**src/source/ciPkg.sv**
```systemverilog
package ciPkg;

  // Custom-instruction bus words
  typedef logic [31:0] ciWord_t;
  typedef logic [7:0]  ciId_t;

  // Identifiers answered on the bus
  localparam ciId_t swapByteId  = 8'd1;
  localparam ciId_t profileId   = 8'd8;
  localparam ciId_t grayscaleId = 8'd12;

  // Unit owning the current start strobe
  typedef enum logic [1:0] {
    unitNone,
    unitSwap,
    unitGray,
    unitProfile
  } unitSelect_t;

  // Top bit set after 16 cycles ends the processor reset
  localparam int resetCountWidth = 5;

endpackage

```
**src/source/profilePkg.sv**
```systemverilog
package profilePkg;

  localparam int counterCount = 4;

  typedef logic [31:0]             count_t;
  typedef logic [1:0]              counterIndex_t;
  typedef logic [counterCount-1:0] counterMask_t;

  // Control word layout in ciDataB
  localparam int enableLsb  = 0; // Bits 3..0
  localparam int disableLsb = 4; // Bits 7..4
  localparam int clearLsb   = 8; // Bits 11..8

  /*
   * Events per counter:
   * 0 all cycles, 1 stall cycles, 2 bus-idle cycles,
   * 3 stall cycles with the bus busy
   */

endpackage

```
**src/source/resetSequencer.sv**
```systemverilog
`timescale 1ns/1ps

module resetSequencer (
  input  logic s_systemClock,
  input  logic s_pllLocked,
  output logic cpuReset
);
  import ciPkg::*;

  logic [resetCountWidth-1:0] resetCount;

  // Restart the sequence whenever lock drops
  always_ff @(posedge s_systemClock or negedge s_pllLocked) begin
    if (!s_pllLocked) begin
      resetCount <= '0;
    end else if (!resetCount[resetCountWidth-1]) begin
      resetCount <= resetCount + 1'b1;
    end
  end

  assign cpuReset = ~resetCount[resetCountWidth-1]; // Held until top bit sets

endmodule

```
**src/source/ciDispatcher.sv**
```systemverilog
`timescale 1ns/1ps

module ciDispatcher (
  input  logic                ciStart,
  input  ciPkg::ciId_t        ciN,
  output ciPkg::unitSelect_t  unitSelect,
  output logic                profileStart
);
  import ciPkg::*;

  // Only the unit with the matching id takes the strobe
  always_comb begin
    unitSelect = unitNone;
    if (ciStart) begin
      case (ciN)
        swapByteId:  unitSelect = unitSwap;
        grayscaleId: unitSelect = unitGray;
        profileId:   unitSelect = unitProfile;
        default:     unitSelect = unitNone; // Unknown id, no done
      endcase
    end
  end

  assign profileStart = (unitSelect == unitProfile);

endmodule

```
**src/source/ciDataOps.sv**
```systemverilog
`timescale 1ns/1ps

module ciDataOps (
  input  ciPkg::ciWord_t ciDataA,
  input  ciPkg::ciWord_t ciDataB,
  output ciPkg::ciWord_t swapResult,
  output ciPkg::ciWord_t grayResult
);
  import ciPkg::*;

  logic [7:0]  red;
  logic [7:0]  green;
  logic [7:0]  blue;
  logic [15:0] graySum;

  // Full reversal or swap inside each half word
  always_comb begin
    if (ciDataB[0]) begin
      swapResult = {ciDataA[23:16], ciDataA[31:24], ciDataA[7:0], ciDataA[15:8]};
    end else begin
      swapResult = {ciDataA[7:0], ciDataA[15:8], ciDataA[23:16], ciDataA[31:24]};
    end
  end

  // RGB565 fields scaled up to 8 bits
  assign red   = {ciDataA[15:11], 3'b000};
  assign green = {ciDataA[10:5], 2'b00};
  assign blue  = {ciDataA[4:0], 3'b000};

  // Weights sum to 256, so 16 bits never overflow
  assign graySum = (16'(red) * 16'd54)
                 + (16'(green) * 16'd183)
                 + (16'(blue) * 16'd19);

  assign grayResult = ciWord_t'(graySum[15:8]);

endmodule

```
**src/source/profileControl.sv**
```systemverilog
`timescale 1ns/1ps

module profileControl (
  input  logic                     s_systemClock,
  input  logic                     cpuReset,
  input  logic                     profileStart,
  input  ciPkg::ciWord_t           ciDataB,
  input  logic                     cpuIsStalled,
  input  logic                     busIdle,
  output profilePkg::counterMask_t counterEnable,
  output profilePkg::counterMask_t counterClear,
  output profilePkg::counterMask_t counterEvent
);
  import profilePkg::*;

  counterMask_t enableReg;
  counterMask_t enableBits;
  counterMask_t disableBits;
  counterMask_t clearBits;

  assign enableBits  = ciDataB[enableLsb +: counterCount];
  assign disableBits = ciDataB[disableLsb +: counterCount];
  assign clearBits   = ciDataB[clearLsb +: counterCount];

  // Disable applied after enable so it wins
  always_ff @(posedge s_systemClock) begin
    if (cpuReset) begin
      enableReg <= '0;
    end else if (profileStart) begin
      enableReg <= (enableReg | enableBits) & ~disableBits;
    end
  end

  assign counterEnable = enableReg;
  assign counterClear  = profileStart ? clearBits : '0; // Only with a sampled instruction

  // Event levels, counter 0 in bit 0
  assign counterEvent = {
    cpuIsStalled & ~busIdle,
    busIdle,
    cpuIsStalled,
    1'b1
  };

endmodule

```
**src/source/profileCounter.sv**
```systemverilog
`timescale 1ns/1ps

module profileCounter (
  input  logic               s_systemClock,
  input  logic               cpuReset,
  input  logic               enable,
  input  logic               clear,
  input  logic               countEvent,
  output profilePkg::count_t count
);
  import profilePkg::*;

  count_t countReg;

  // Clear beats counting at the same edge
  always_ff @(posedge s_systemClock) begin
    if (cpuReset || clear) begin
      countReg <= '0;
    end else if (enable && countEvent) begin
      countReg <= countReg + 1'b1; // Wraps at 32 bits
    end
  end

  assign count = countReg;

endmodule

```
**src/source/ciResultCollector.sv**
```systemverilog
`timescale 1ns/1ps

module ciResultCollector (
  input  logic               s_systemClock,
  input  logic               cpuReset,
  input  ciPkg::unitSelect_t unitSelect,
  input  ciPkg::ciWord_t     ciDataA,
  input  ciPkg::ciWord_t     swapResult,
  input  ciPkg::ciWord_t     grayResult,
  input  profilePkg::count_t counterValues [profilePkg::counterCount],
  output logic               ciDone,
  output ciPkg::ciWord_t     ciResult
);
  import ciPkg::*;
  import profilePkg::*;

  counterIndex_t counterIndex;
  ciWord_t       resultNext;

  assign counterIndex = ciDataA[1:0];

  // Result is zero unless some unit owns the strobe
  always_comb begin
    case (unitSelect)
      unitSwap: begin
        resultNext = swapResult;
      end
      unitGray: begin
        resultNext = grayResult;
      end
      unitProfile: begin
        resultNext = counterValues[counterIndex]; // Value before this edge
      end
      default: begin
        resultNext = '0;
      end
    endcase
  end

  // One-cycle reply, done and result together
  always_ff @(posedge s_systemClock) begin
    if (cpuReset) begin
      ciDone   <= 1'b0;
      ciResult <= '0;
    end else begin
      ciDone   <= (unitSelect != unitNone);
      ciResult <= resultNext;
    end
  end

endmodule

```
**src/source/or1420CiTop.sv**
```systemverilog
`timescale 1ns/1ps

module or1420CiTop (
  input  logic           s_systemClock,
  input  logic           s_pllLocked,
  input  logic           ciStart,
  input  ciPkg::ciId_t   ciN,
  input  ciPkg::ciWord_t ciDataA,
  input  ciPkg::ciWord_t ciDataB,
  input  logic           cpuIsStalled,
  input  logic           busIdle,
  output logic           ciDone,
  output ciPkg::ciWord_t ciResult,
  output logic           cpuReset
);

  ciPkg::unitSelect_t       unitSelect;
  logic                     profileStart;
  ciPkg::ciWord_t           swapResult;
  ciPkg::ciWord_t           grayResult;
  profilePkg::counterMask_t counterEnable;
  profilePkg::counterMask_t counterClear;
  profilePkg::counterMask_t counterEvent;
  profilePkg::count_t       counterValues [profilePkg::counterCount];

  resetSequencer resetSeq (
    .s_systemClock(s_systemClock),
    .s_pllLocked(s_pllLocked),
    .cpuReset(cpuReset)
  );

  ciDispatcher dispatch (
    .ciStart(ciStart),
    .ciN(ciN),
    .unitSelect(unitSelect),
    .profileStart(profileStart)
  );

  ciDataOps dataOps (
    .ciDataA(ciDataA),
    .ciDataB(ciDataB),
    .swapResult(swapResult),
    .grayResult(grayResult)
  );

  profileControl profCtrl (
    .s_systemClock(s_systemClock),
    .cpuReset(cpuReset),
    .profileStart(profileStart),
    .ciDataB(ciDataB),
    .cpuIsStalled(cpuIsStalled),
    .busIdle(busIdle),
    .counterEnable(counterEnable),
    .counterClear(counterClear),
    .counterEvent(counterEvent)
  );

  // One counter per event
  for (genvar i = 0; i < profilePkg::counterCount; i++) begin : gCounter
    profileCounter counter (
      .s_systemClock(s_systemClock),
      .cpuReset(cpuReset),
      .enable(counterEnable[i]),
      .clear(counterClear[i]),
      .countEvent(counterEvent[i]),
      .count(counterValues[i])
    );
  end

  ciResultCollector collector (
    .s_systemClock(s_systemClock),
    .cpuReset(cpuReset),
    .unitSelect(unitSelect),
    .ciDataA(ciDataA),
    .swapResult(swapResult),
    .grayResult(grayResult),
    .counterValues(counterValues),
    .ciDone(ciDone),
    .ciResult(ciResult)
  );

endmodule

```
**config.mk**
```make
export PLATFORM = sky130hd
export DESIGN_NAME = or1420CiTop
export DESIGN_NICKNAME = d
export VERILOG_FILES = /design/src/source/ciPkg.sv /design/src/source/profilePkg.sv /design/src/source/resetSequencer.sv /design/src/source/ciDispatcher.sv /design/src/source/ciDataOps.sv /design/src/source/profileControl.sv /design/src/source/profileCounter.sv /design/src/source/ciResultCollector.sv /design/src/source/or1420CiTop.sv
export SDC_FILE = /design/constraint.sdc
export NUM_CORES = 1
export LEC_CHECK = 0
export BUFFER_PORTS_ARGS = -buffer_cell sky130_fd_sc_hd__buf_2
export CORE_UTILIZATION = 50
export CTS_CLUSTER_DIAMETER = 120
export DETAILED_ROUTE_END_ITERATION = 8
export PLACE_DENSITY = 0.72
export SETUP_SLACK_MARGIN = 0.02
export SYNTH_ARGS = -nofsm -noshare
export SYNTH_HDL_FRONTEND = slang
export SYNTH_SLANG_ARGS = --single-unit
```
**constraint.sdc**
```tcl
create_clock -name s_systemClock -period 1.91 [get_ports s_systemClock]
set_input_delay 0.191 -clock s_systemClock [delete_from_list [all_inputs] [get_ports s_systemClock]]
set_output_delay 0.191 -clock s_systemClock [all_outputs]
set_load 0.02 [all_outputs]
```
==> metrics.md, run 1 <==
| Metric | Value |
|---|---|
| Status | `finished, violations left` |
| Failing checks | `setup timing` |
| Sink Count | `170` |
| Final slew viol count | `0` |
| Final number of setup-violating endpoints | `9` |
| Share of layout cells above drive strength 1 | `0.296` |
| DIE AREA | `21800 um^2` |
| Crit-path cells | `buf_8 > fa_1 > inv_1 > fa_1 > fa_1 > inv_2 > ha_4 > a21oi_4 > o21ai_2 > nor2_2 > xnor2_1 > fa_1 > ha_4 > nand4_1 > and3_4 > a21o_1 > a21boi_2 > nor3_2 > o32ai_2` |
| Fillers | `1551` |
| Routability Congestion | `0.910` |
| HP Class | `input pin to flip-flop` |
| FFs w/ async S/R, synth | `0.0294` |
| Yosys cell types | `63` |
| CP arrival | `4.58 ns` |
| WP depth | `19` |
| Synth Register Bits | `170` |
| Pin count of the biggest net entering global routing | `36` |
| Worst hold start | `ciDataB[2]` |
| Nets@finish | `1584` |
| Post-synth EDFFs | `0` |
| Number of global-route vias before repair | `9281` |
| Worst hold path endpoint | `profCtrl.counterEnable[2]$_SDFFE_PN0N_` |
| Port Buffers | `90` |
| VDD IR-drop max | `0.000816 V` |
| CP delay by family, top | `adder cells` |
| P&R area growth vs syn | `29.1%` |
| PD cells | `1010 nW/um^2` |
| Syn Inst Count | `1168` |
| Syn nets | `1347` |
| 1st-iter DRT viols | `569` |
| Sequential share of the synthesized area | `0.324` |
| Syn. warnings | `0` |
| Dpl hpwl | `22.3 mm` |
| H-tree levels | `4` |
| Max-cap viol count | `0` |
| Cell Area, Synth | `10600 um^2` |
| Clk Latency, worst-skew pair | `0.44 ns` |
| Clk_skew | `0.0224 ns` |
| Total track usage | `0.278` |
| CP startpoint kind | `input pin` |
| Relative slew margins | `0.582` |
| CP endpoint kind | `flip-flop` |
| Area of the multi-input gates | `7160 um^2` |
| Antenna Cells | `0` |
| DR vias | `9370` |
| CTS tree | `done` |
| FF-to-FF End | `gCounter[2].counter.count[31]$_SDFFE_PP0P_` |
| Highest Clock Rate | `236 MHz` |
| RSZ-0062 raised after global routing | `true` |
| Crit Path Category | `input pin to flip-flop` |
| Final Critical Period | `4.23 ns` |
| Site row count | `52` |
| # IOs | `111` |
| WP data required | `2.26 ns` |
| RR Startpoint | `gCounter[2].counter.count[19]$_SDFFE_PP0P_` |
| Most common cell after layout, fill and taps aside | `nor2_1` |
| Tightest Pin Transition | `0.627 ns` |
| Post-layout util | `0.667` |
| Final worst slack | `-2.32 ns` |
| Clock Pin Slew Worst Setup and Hold Paths | `0.06 ns` |
| Fin Hold WS | `0.0713 ns` |
| WP buf/inv | `3` |
| Clock tree buffer depth | `2` |
| Drt first pass iters | `5` |
| R2r setup slk | `-0.02 ns` |
| Hold depth | `3` |
| Max FO, Critical Path | `5` |
| Die X | `148 um` |
| Post-route ant nets | `0` |
| Commonest non-fill, non-tap cells in the layout | `215 x nor2_1, 156 x buf_4, 144 x dfxtp_1, 88 x buf_2, 72 x xnor2_1` |
| Wire per inst | `17.4 um` |
| Total CTS buffers | `17` |
| Post-synth top flop | `dfxtp_1` |
| First-pass GRT wire length | `47.3 mm` |
| FF+latch area | `3460 um^2` |
| Crit-path max cell delay | `0.55 ns` |
| Period utilisation layout | `2.22` |
| Leak pwr | `6.08 nW` |
| Die Height | `148 um` |
| Crit-path slowest cell | `fa_1` |
| Initial antenna violation count | `0` |
| Core area | `20500 um^2` |
| Routed WL | `29.3 mm` |
| Worst reg2reg path depth | `6` |
| DRC Markers | `0` |
| Syn Area/Cell | `9.07 um^2` |
| Total congestion overflow | `0` |
| Initial Util | `0.517` |
| CP dominant cell by count | `fa_1` |
| Root Driver | `clkbuf_16` |
| Final hold vios | `0` |
| Vias per cell | `5.55` |
[power breakdown]
part | internal (mW) | switching (mW) | total, mW | leakage, nW
clock network | 1.95 | 1.43 | 3.38 | 0.276
logic | 3.63 | 3.16 | 6.79 | 4.40
registers | 3.59 | 0.0382 | 3.63 | 1.40
[cells in the mapped netlist (2+ instances only)]
master	instances	area share
and4_1	17	0.014
o21a_1	6	0.0043
dfrtp_1	5	0.012
a21boi_0	2	0.0014
nor4_1	8	0.0047
nor2b_1	4	0.0024
o22ai_1	3	0.0018
a21o_1	8	0.0057
nor2_1	222	0.079
nor2_2	5	0.0030
mux4_2	31	0.066
nor3_1	16	0.0076
inv_1	68	0.024
o211ai_1	2	0.0014
and3_1	26	0.015
xnor2_1	76	0.063
clkbuf_1	16	0.0057
buf_1	6	0.0021
nand3_1	50	0.024
o21bai_1	2	0.0014
and3b_1	2	0.0017
nand2_1	59	0.021
o21ai_0	11	0.0052
nand2b_1	2	0.0012
and2_1	6	0.0035
a211oi_1	6	0.0043
fa_1	26	0.049
o32ai_1	2	0.0017
a21oi_1	54	0.026
buf_2	19	0.0090
nand4_1	31	0.018
mux2i_1	34	0.032
nand4_2	2	0.0024
ha_1	76	0.090
dfxtp_1	165	0.31
xor2_1	71	0.059
or3_1	3	0.0018
[layout make-up]
class,instances,area share
Inverter,69,0.0192
Tap cell,270,0.0247
Clock buffer,20,0.0327
Multi-Input combinational cell,885,0.524
Clock inverter,11,0.00888
Timing Repair Buffer,262,0.138
Sequential cell,170,0.253
[worst register-to-register path, stage by stage, from the launching register on]
cell	delay, ns
dfxtp_2	0.35
nand4_4	0.11
or3_4	0.38
or4_4	0.64
nor3_4	0.16
xnor2_1	0.15
nor2_2	0.04
[metal layers]
metal  GRT usage  up-vias  part of all wire
met2       0.476      285              0.49
li1            -     4486                 -
met5           0        -                 0
met3      0.0414       57             0.055
met4       0.108        0             0.030
met1       0.354     4542              0.42
[logic make-up after synthesis]
group / after synthesis / share of synthesized area
buffers and inverters: 113 / 0.0441
multiplexers: 67 / 0.102
flip-flops: 170 / 0.324
adder cells (fa/ha/maj): 102 / 0.139
XOR/XNOR: 147 / 0.122
AO/OA/AOI/OAI: 105 / 0.0611
AND/OR/NAND/NOR: 464 / 0.209
[flip-flops by register name, summed over array words and instances (netlist names)]
name and cells:
profCtrl.counterEnable 4, resetSeq.resetCount 5, collector.ciResult 32, collector.ciDone 1, gCounter.counter.count 128
[per-stage QoR]
stage | worst slack [ns] | cells | setup TNS (ns) | power [mW] | cell area, um^2
6_report | -2.32 | 1687 | -17.03 | 13.8 | 13700
5_1_grt | -2.47 | 1687 | -18.28 | 14.6 | 13700
4_1_cts | -2.29 | 1681 | -16.84 | 12.7 | 13400
3_5_place_dp | -2.79 | 1639 | -52.34 | 8.79 | 12500
3_3_place_gp | -2.73 | 1639 | -45.16 | 8.69 | 12500
2_1_floorplan | -2.41 | 1168 | -17.34 | 7.18 | 10700
[worst max path at each step]
stage	from	endpoint	slack [ns]
floorplan	ciDataA[8]	collector.ciResult[4]$_SDFF_PN0_	-2.41
finish	ciDataA[8]	collector.ciResult[6]$_SDFF_PN0_	-2.32
global route	ciDataA[8]	collector.ciResult[7]$_SDFF_PN0_	-2.47
detailed placement	ciDataA[8]	collector.ciResult[4]$_SDFF_PN0_	-2.79
CTS	ciDataA[8]	collector.ciResult[7]$_SDFF_PN0_	-2.29
global placement	ciDataA[8]	collector.ciResult[4]$_SDFF_PN0_	-2.73
[timing repair]
item                                   in CTS  in global routing
pin swaps                                  25                 24
hold buffers                                5                  0
resized for setup                          38                 60
buffers inserted                            7                  6
endpoints found under the hold margin       9                  0
setup endpoints to repair                  20                 37
No activity file was read; power rests on OpenSTA's default activity.
==> inputs of run 2 (changes only) <==
--- a/config.mk
+++ b/config.mk
@@ -13,4 +13,5 @@
 export SETUP_SLACK_MARGIN = 0.02
 export SYNTH_ARGS = -nofsm -noshare
 export SYNTH_HDL_FRONTEND = slang
+export SYNTH_HIERARCHICAL = 1
 export SYNTH_SLANG_ARGS = --single-unit
==> run 2 against run 1 <==
- the run still ends with setup timing left
- routed wire length grew 27%
- via count up 27%
- worst hold slack improved by 0.0098 ns
- power rose by 13%
- non-clock buffer count rose by 85
- die area up 16%
- final cell count rose by 20%
- sequential share of layout area shrank 3.7 points
- clock skew is 0.0078 ns lower
- critical path depth is 2 higher
- largest power group unchanged
==> metrics.md, run 2 <==
| Metric | Value |
|---|---|
| Syn Area/Cell | `8.84 um^2 (-2.5%)` |
| Fillers | `1898 (+22%)` |
| PD cells | `967 nW/um^2 (-4.2%)` |
| Post-route ant nets | `0 (unchanged)` |
| DRC Markers | `0 (unchanged)` |
| H-tree levels | `4 (unchanged)` |
| FFs w/ async S/R, synth | `0.0294 (unchanged)` |
| Tightest Pin Transition | `0.950 ns (+0.323 ns)` |
| # IOs | `111 (unchanged)` |
| Final number of setup-violating endpoints | `23 (+14)` |
| Crit Path Category | `input pin to flip-flop` |
| Yosys cell types | `68 (+7.9%)` |
| Total track usage | `0.282 (+0.00350)` |
| Number of global-route vias before repair | `11100 (+20%)` |
| Post-synth top area cell | `dfxtp_1` |
| Commonest non-fill, non-tap cells in the layout | `230 x buf_4, 134 x dfxtp_1, 130 x nand2_1, 103 x a21oi_1, 89 x buf_2` |
| Syn. warnings | `6 (+6)` |
| Root Driver | `clkbuf_16` |
| Die X | `159 um (+7.9%)` |
| Final worst slack | `-2.58 ns (-0.253 ns)` |
| Max-cap viol count | `0 (unchanged)` |
| Synth top area cells | `dfxtp_1 27%, ha_1 7.7%, a21oi_1 5.3%` |
| Period utilisation layout | `2.35 (+0.132)` |
| CTS tree | `done` |
| Sink Count | `170 (unchanged)` |
| HP Class | `input pin to flip-flop` |
| Site row count | `57 (+9.6%)` |
| Vias per cell | `5.89 (+6.1%)` |
| Highest Clock Rate | `223 MHz (-5.6%)` |
| CP endpoint kind | `flip-flop` |
| Post-synth EDFFs | `0 (unchanged)` |
| Final Cell Area | `16100 um^2 (+17%)` |
| Clk Latency, worst-skew pair | `0.43 ns (about the same)` |
| Total CTS buffers | `17 (unchanged)` |
| Share of layout cells above drive strength 1 | `0.378 (+0.0818)` |
| VDD IR-drop max | `0.00133 V (+63%)` |
| Dpl hpwl | `26.8 mm (+20%)` |
| Drt first pass iters | `6 (+1)` |
| Syn Inst Count | `1398 (+20%)` |
| WP data required | `2.26 ns (about the same)` |
| Failing checks | `setup timing` |
| Final hold vios | `0 (unchanged)` |
| Status | `finished, violations left` |
| Max reg flops | `128 (unchanged)` |
| Pin count of the biggest net entering global routing | `67 (+86%)` |
| Synth top cells by count | `165 x dfxtp_1, 136 x nand2_1, 131 x a21oi_1` |
| CP arrival | `4.84 ns (+0.26 ns)` |
| Clock tree buffer depth | `2 (unchanged)` |
| Final slew viol count | `0 (unchanged)` |
| 1st-iter DRT viols | `1031 (+81%)` |
| Clock Pin Slew Worst Setup and Hold Paths | `0.07 ns (about the same)` |
| Setup TNS | `-20.69 ns (-3.66 ns)` |
| Post-synth top flop | `dfxtp_1` |
| First-pass GRT wire length | `57.3 mm (+21%)` |
| Total congestion overflow | `0 (unchanged)` |
| Wire per inst | `18.5 um (+6.5%)` |
| Synth Register Bits | `170 (unchanged)` |
| Final Critical Period | `4.49 ns (+0.253 ns)` |
| Nets@finish | `1861 (+17%)` |
| Routed WL | `37.4 mm (+27%)` |
| Sequential share of the synthesized area | `0.277 (-0.0463)` |
| Leak pwr | `6.66 nW (+9.4%)` |
| Initial antenna violation count | `0 (unchanged)` |
| Post-place setup slack | `-2.99 ns (-0.202 ns)` |
| Initial Util | `0.510 (-0.00708)` |
| Antenna Cells | `0 (unchanged)` |
| CP startpoint kind | `input pin` |
| DR vias | `11900 (+27%)` |
| Clk_skew | `0.0146 ns (-0.00777 ns)` |
| Port Buffers | `90 (unchanged)` |
| Relative slew margins | `0.367 (-0.215)` |
| Yosys top cell area share | `0.267 (-0.0446)` |
| P&R area growth vs syn | `29.9%` |
| Most common cell after layout, fill and taps aside | `buf_4` |
| Routability Congestion | `0.897 (-1.4%)` |
| Core area | `24200 um^2 (+18%)` |
| Area after DPL | `14400 um^2 (+15%)` |
| RSZ-0062 raised after global routing | `true` |
| Top-count cell post-synth | `dfxtp_1` |
| DIE AREA | `25300 um^2 (+16%)` |
| Max FO, Critical Path | `5 (unchanged)` |
| Cell Area, Synth | `12400 um^2 (+17%)` |
| Die Height | `159 um (+7.9%)` |
==> run 2: cells by family after synthesis <==
family | Yosys count | share of synthesized area
buffers and inverters | 179 | 0.0773
muxes | 93 | 0.0847
adders and majority gates | 102 | 0.119
other | 2 | 0.000608
xor gates and xnor gates | 70 | 0.0496
AOI/OAI and AO/OA | 328 | 0.188
and+or+nand+nor | 454 | 0.203
DFF | 170 | 0.277
==> run 2: path summary, 6_finish.rpt <==
path | slack [ns] | start | end | cells past startpoint
hold reg to reg | 0.48 | resetSeq/resetCount[3]$_DFFE_PN0N_ | resetSeq/resetCount[3]$_DFFE_PN0N_ | 1
hold / removal | 0.08 | cpuIsStalled | gCounter[1].counter/count[1]$_SDFFE_PP0P_ | 3
setup reg to reg | -0.21 | gCounter[1].counter/count[17]$_SDFFE_PP0P_ | gCounter[1].counter/count[31]$_SDFFE_PP0P_ | 6
min in group asynchronous | 0.10 | s_pllLocked | resetSeq/resetCount[2]$_DFFE_PN0N_ | 2
setup / recovery | -2.58 | ciDataA[8] | collector/ciResult[7]$_SDFF_PP0_ | 21
max in group asynchronous | 1.68 | s_pllLocked | resetSeq/resetCount[0]$_DFFE_PN0N_ | 2
==> run 2: power breakdown <==
part	switching [mW]	internal, mW	leakage [nW]
registers	0.0381	3.58	1.41
logic	3.79	4.37	4.94
clock network	1.58	2.17	0.307
==> run 2: final cells by class <==
class,instances,area (um^2),area share
Tap cell,324,405,0.0252
Clock buffer,19,453,0.0282
Timing Repair Buffer,347,2570,0.160
Inverter,70,263,0.0164
Multi-Input combinational cell,1076,8720,0.543
Clock inverter,13,176,0.0110
Sequential cell,170,3470,0.216
==> run 2: critical path: stages <==
cell	delay [ns]
buf_8	0.11
fa_1	0.53
inv_1	0.05
fa_1	0.44
fa_1	0.52
inv_2	0.05
ha_4	0.22
buf_4	0.13
buf_6	0.10
buf_6	0.11
xor2_4	0.15
fa_1	0.48
ha_2	0.20
or3_4	0.41
o221ai_4	0.21
o211ai_2	0.13
nor4bb_2	0.20
nor3_2	0.19
xnor2_1	0.14
a21oi_1	0.09
a311oi_2	0.18
==> run 2: layer usage <==
metal / global-route usage / routed length [um]
met5: 0 / 0
met4: 0.118 / 1500
met3: 0.0464 / 2570
met2: 0.454 / 17500
met1: 0.375 / 15800
==> run 2: timing repair <==
| action | in CTS | in global routing |
|---|---|---|
| gates cloned | 2 | 2 |
| setup endpoints to repair | 50 | 60 |
| setup buffers | 18 | 30 |
| hold endpoints to repair | 9 | 0 |
| hold buffers | 5 | 0 |
| gates resized for setup | 57 | 102 |
| pin swaps | 45 | 70 |
==> run 2: metrics by stage <==
stage	hold slack, ns	util	power (mW)	std cells
4_1_cts	0.0649	0.639	14.8	1991
3_3_place_gp	0.00768	0.594	9.80	1934
3_5_place_dp	0.0112	0.594	9.99	1934
2_1_floorplan	-0.105	-	7.87	1421
5_1_grt	0.0839	0.662	16.3	2019
6_report	0.0811	0.662	15.5	2019
==> inputs of run 3 (changes only) <==
==> constraint.sdc (replaced) <==
create_clock -name s_systemClock -period 1.91 [get_ports s_systemClock]
set_input_delay 0.0955 -clock s_systemClock [delete_from_list [all_inputs] [get_ports s_systemClock]]
set_output_delay 0.0955 -clock s_systemClock [all_outputs]
set_load 0.02 [all_outputs]
==> run 3 against run 2 <==
- the flow still finishes with violations (setup timing)
- count of clock-buffer cells in the layout up 2
- global-route usage up 0.69 points
- largest power group unchanged
- first-iteration DRC count up 0.58%
- worst hold slack worse by 0.0085 ns
==> metrics.md, run 3 (synthesis gave the netlist of run 2 again) <==
| Metric | Value |
|---|---|
| DR vias | `11900 (-0.36%)` |
| WP data required | `2.26 ns (about the same)` |
| Failing checks | `setup timing` |
| Worst hold path endpoint | `gCounter[1].counter/count[1]$_SDFFE_PP0P_` |
| Vias per cell | `5.82 (-1.2%)` |
| Routability Congestion | `0.890 (-0.76%)` |
| Final slew viol count | `0 (unchanged)` |
| RSZ-0062 raised after global routing | `true` |
| DIE AREA | `25300 um^2 (unchanged)` |
| CP endpoint kind | `flip-flop` |
| Final number of setup-violating endpoints | `12 (-48%)` |
| Final hold vios | `0 (unchanged)` |
| Seq pwr share | `0.215 (-0.018)` |
| Clock Pin Slew Worst Setup and Hold Paths | `0.07 ns (about the same)` |
| Root Driver | `clkbuf_16` |
| R2r setup slk | `-0.03 ns (+0.18 ns)` |
| Initial Util | `0.510 (unchanged)` |
| Clk_skew | `0.0156 ns (+0.000959 ns)` |
| Switching part of the total power | `0.349 (+0.000506)` |
| Combinational Power Share | `0.566 (+0.040)` |
| Core area | `24200 um^2 (unchanged)` |
| Post-layout util | `0.667 (+0.00511)` |
| FF-to-FF End | `gCounter[3].counter/count[25]$_SDFFE_PP0P_` |
| Total congestion overflow | `0 (unchanged)` |
| Critical Path Start | `ciDataA[8]` |
| H-tree levels | `4 (unchanged)` |
| # IOs | `111 (unchanged)` |
| RR Startpoint | `gCounter[3].counter/count[7]$_SDFFE_PP0P_` |
| Crit-path cells | `buf_8 > fa_1 > inv_2 > fa_1 > fa_1 > inv_2 > ha_4 > a21o_1 > a211oi_2 > nor2_1 > nor2_1 > xor2_1 > fa_1 > inv_2 > ha_4 > o21a_1 > o21ai_2 > a21boi_1 > o22ai_1 > nor3_2 > xnor2_1 > a21oi_1 > a311oi_2` |
| Nets@finish | `1876 (+0.81%)` |
| Worst reg2reg path depth | `5 (-1)` |
| 1st-iter DRT viols | `1037 (+0.58%)` |
| Fin Hold WS | `0.0727 ns (-0.00845 ns)` |
| Status | `finished, violations left` |
| Dpl hpwl | `27.0 mm (+0.87%)` |
| P&R area growth vs syn | `30.9%` |
| FF+latch area | `3450 um^2 (-0.43%)` |
| Area of the multi-input gates | `8720 um^2 (about the same)` |
| Sink Count | `170 (unchanged)` |
| Clk Latency, worst-skew pair | `0.44 ns (about the same)` |
| Max reg flops | `128 (unchanged)` |
| CP arrival | `4.95 ns (+0.11 ns)` |
| Post-route ant nets | `0 (unchanged)` |
| CTS tree | `done` |
| Net Switching | `5.87 mW (+8.7%)` |
| CP startpoint kind | `input pin` |
| Commonest non-fill, non-tap cells in the layout | `236 x buf_4, 146 x dfxtp_1, 131 x nand2_1, 109 x a21oi_1, 89 x buf_2` |
| DRC Markers | `0 (unchanged)` |
| Pint | `11.0 mW (+8.5%)` |
| Highest Clock Rate | `218 MHz (-2.4%)` |
| Post-place setup slack | `-2.98 ns (+0.00376 ns)` |
| Crit Path Category | `input pin to flip-flop` |
| Period utilisation layout | `2.41 (+0.0578)` |
| Drt first pass iters | `5 (-1)` |
| Wire per inst | `18.5 um (-0.25%)` |
| Routed WL | `37.6 mm (+0.59%)` |
| Leak pwr | `6.71 nW (+0.88%)` |
| Die X | `159 um (unchanged)` |
| Max-cap viol count | `0 (unchanged)` |
| First-pass GRT wire length | `58.6 mm (+2.2%)` |
| Most common cell after layout, fill and taps aside | `buf_4` |
| Clock power share | `0.219 (-0.022)` |
| Worst hold start | `cpuIsStalled` |
| Final worst slack | `-2.69 ns (-0.110 ns)` |
| Site row count | `57 (unchanged)` |
| Fillers | `1863 (-1.8%)` |
| Crit-path slowest cell | `fa_1` |
| Clock tree buffer depth | `2 (unchanged)` |
| Crit-path max cell delay | `0.54 ns (about the same)` |
| VDD IR-drop max | `0.00116 V (-13%)` |
| Relative slew margins | `0.366 (-0.00129)` |
| HP Class | `input pin to flip-flop` |
| Die Height | `159 um (unchanged)` |
| Port Buffers | `90 (unchanged)` |
| CP dominant cell by count | `fa_1` |
| Total CTS buffers | `17 (unchanged)` |
| Number of global-route vias before repair | `11400 (+2.9%)` |
| Pin count of the biggest net entering global routing | `67 (unchanged)` |
| Final Critical Period | `4.60 ns (+0.110 ns)` |
| Tightest Pin Transition | `0.952 ns (+0.00193 ns)` |
| Hold depth | `4 (+1)` |
| Total track usage | `0.289 (+0.00685)` |
| Initial antenna violation count | `3 (+3)` |
| PD cells | `1040 nW/um^2 (+7.7%)` |
| Max FO, Critical Path | `5 (unchanged)` |
| Share of layout cells above drive strength 1 | `0.366 (-0.0121)` |
==> run 3: stage by stage <==
stage	setup TNS, ns	std cells	total power, mW	cell area (um^2)
4_1_cts	-17.90	2000	15.3	15600
2_1_floorplan	-17.65	1421	7.86	12500
5_1_grt	-20.26	2036	17.7	16200
3_3_place_gp	-36.82	1949	9.88	14500
3_5_place_dp	-39.17	1949	10.1	14500
6_report	-19.02	2036	16.9	16200
==> run 3: critical path: cells and delay by family <==
kind,cells,cell delay (ns)
AND/OR/NAND/NOR,3,0.28
AO/OA/AOI/OAI,8,1.50
buffers and inverters,4,0.28
XOR/XNOR,2,0.39
adder cells (fa/ha/maj),6,2.37
==> run 3: repair_timing <==
action                                 4_1_cts  5_1_grt
hold buffers                                12        0
setup buffers                                7       33
setup endpoints to repair                   29       51
cloned                                       1        2
endpoints found under the hold margin       11        0
gates resized for setup                     53       83
pin swaps                                   42       74
==> run 3: cell type report <==
class | count | share of cell area
diodes | 2 | 0.000309
clock inverters | 11 | 0.0104
multi-input cells | 1075 | 0.539
well taps | 324 | 0.0251
repair buffers | 363 | 0.168
flip-flops and latches | 170 | 0.213
clock buffers | 21 | 0.0278
inverters | 70 | 0.0162
==> run 3: how the worst max path moves through the flow <==
stage	end	slack, ns	cells past startpoint
floorplan	collector/ciResult[7]$_SDFF_PP0_	-2.47	22
global placement	collector/ciResult[7]$_SDFF_PP0_	-2.77	23
detailed placement	collector/ciResult[7]$_SDFF_PP0_	-2.98	22
CTS	collector/ciResult[7]$_SDFF_PP0_	-2.48	23
global route	collector/ciResult[7]$_SDFF_PP0_	-2.91	23
finish	collector/ciResult[7]$_SDFF_PP0_	-2.69	23
==> run 3: power by group through the flow <==
stage,Clock (mW),Combinational [mW],Sequential (mW)
after detailed placement,0,6.37,3.70
after floorplan,0,4.17,3.70
final,3.69,9.54,3.62
after global routing,3.92,10.1,3.62
after global placement,0,6.18,3.70
after CTS,3.75,7.95,3.62
==> run 3: metal layers <==
metal | GRT usage | wire length [um] | vias up
li1 | - | - | 5660
met1 | 0.368 | 16200 | 5785
met2 | 0.486 | 18100 | 334
met3 | 0.0485 | 2070 | 78
met4 | 0.116 | 1240 | 0
met5 | 0 | 0 | -
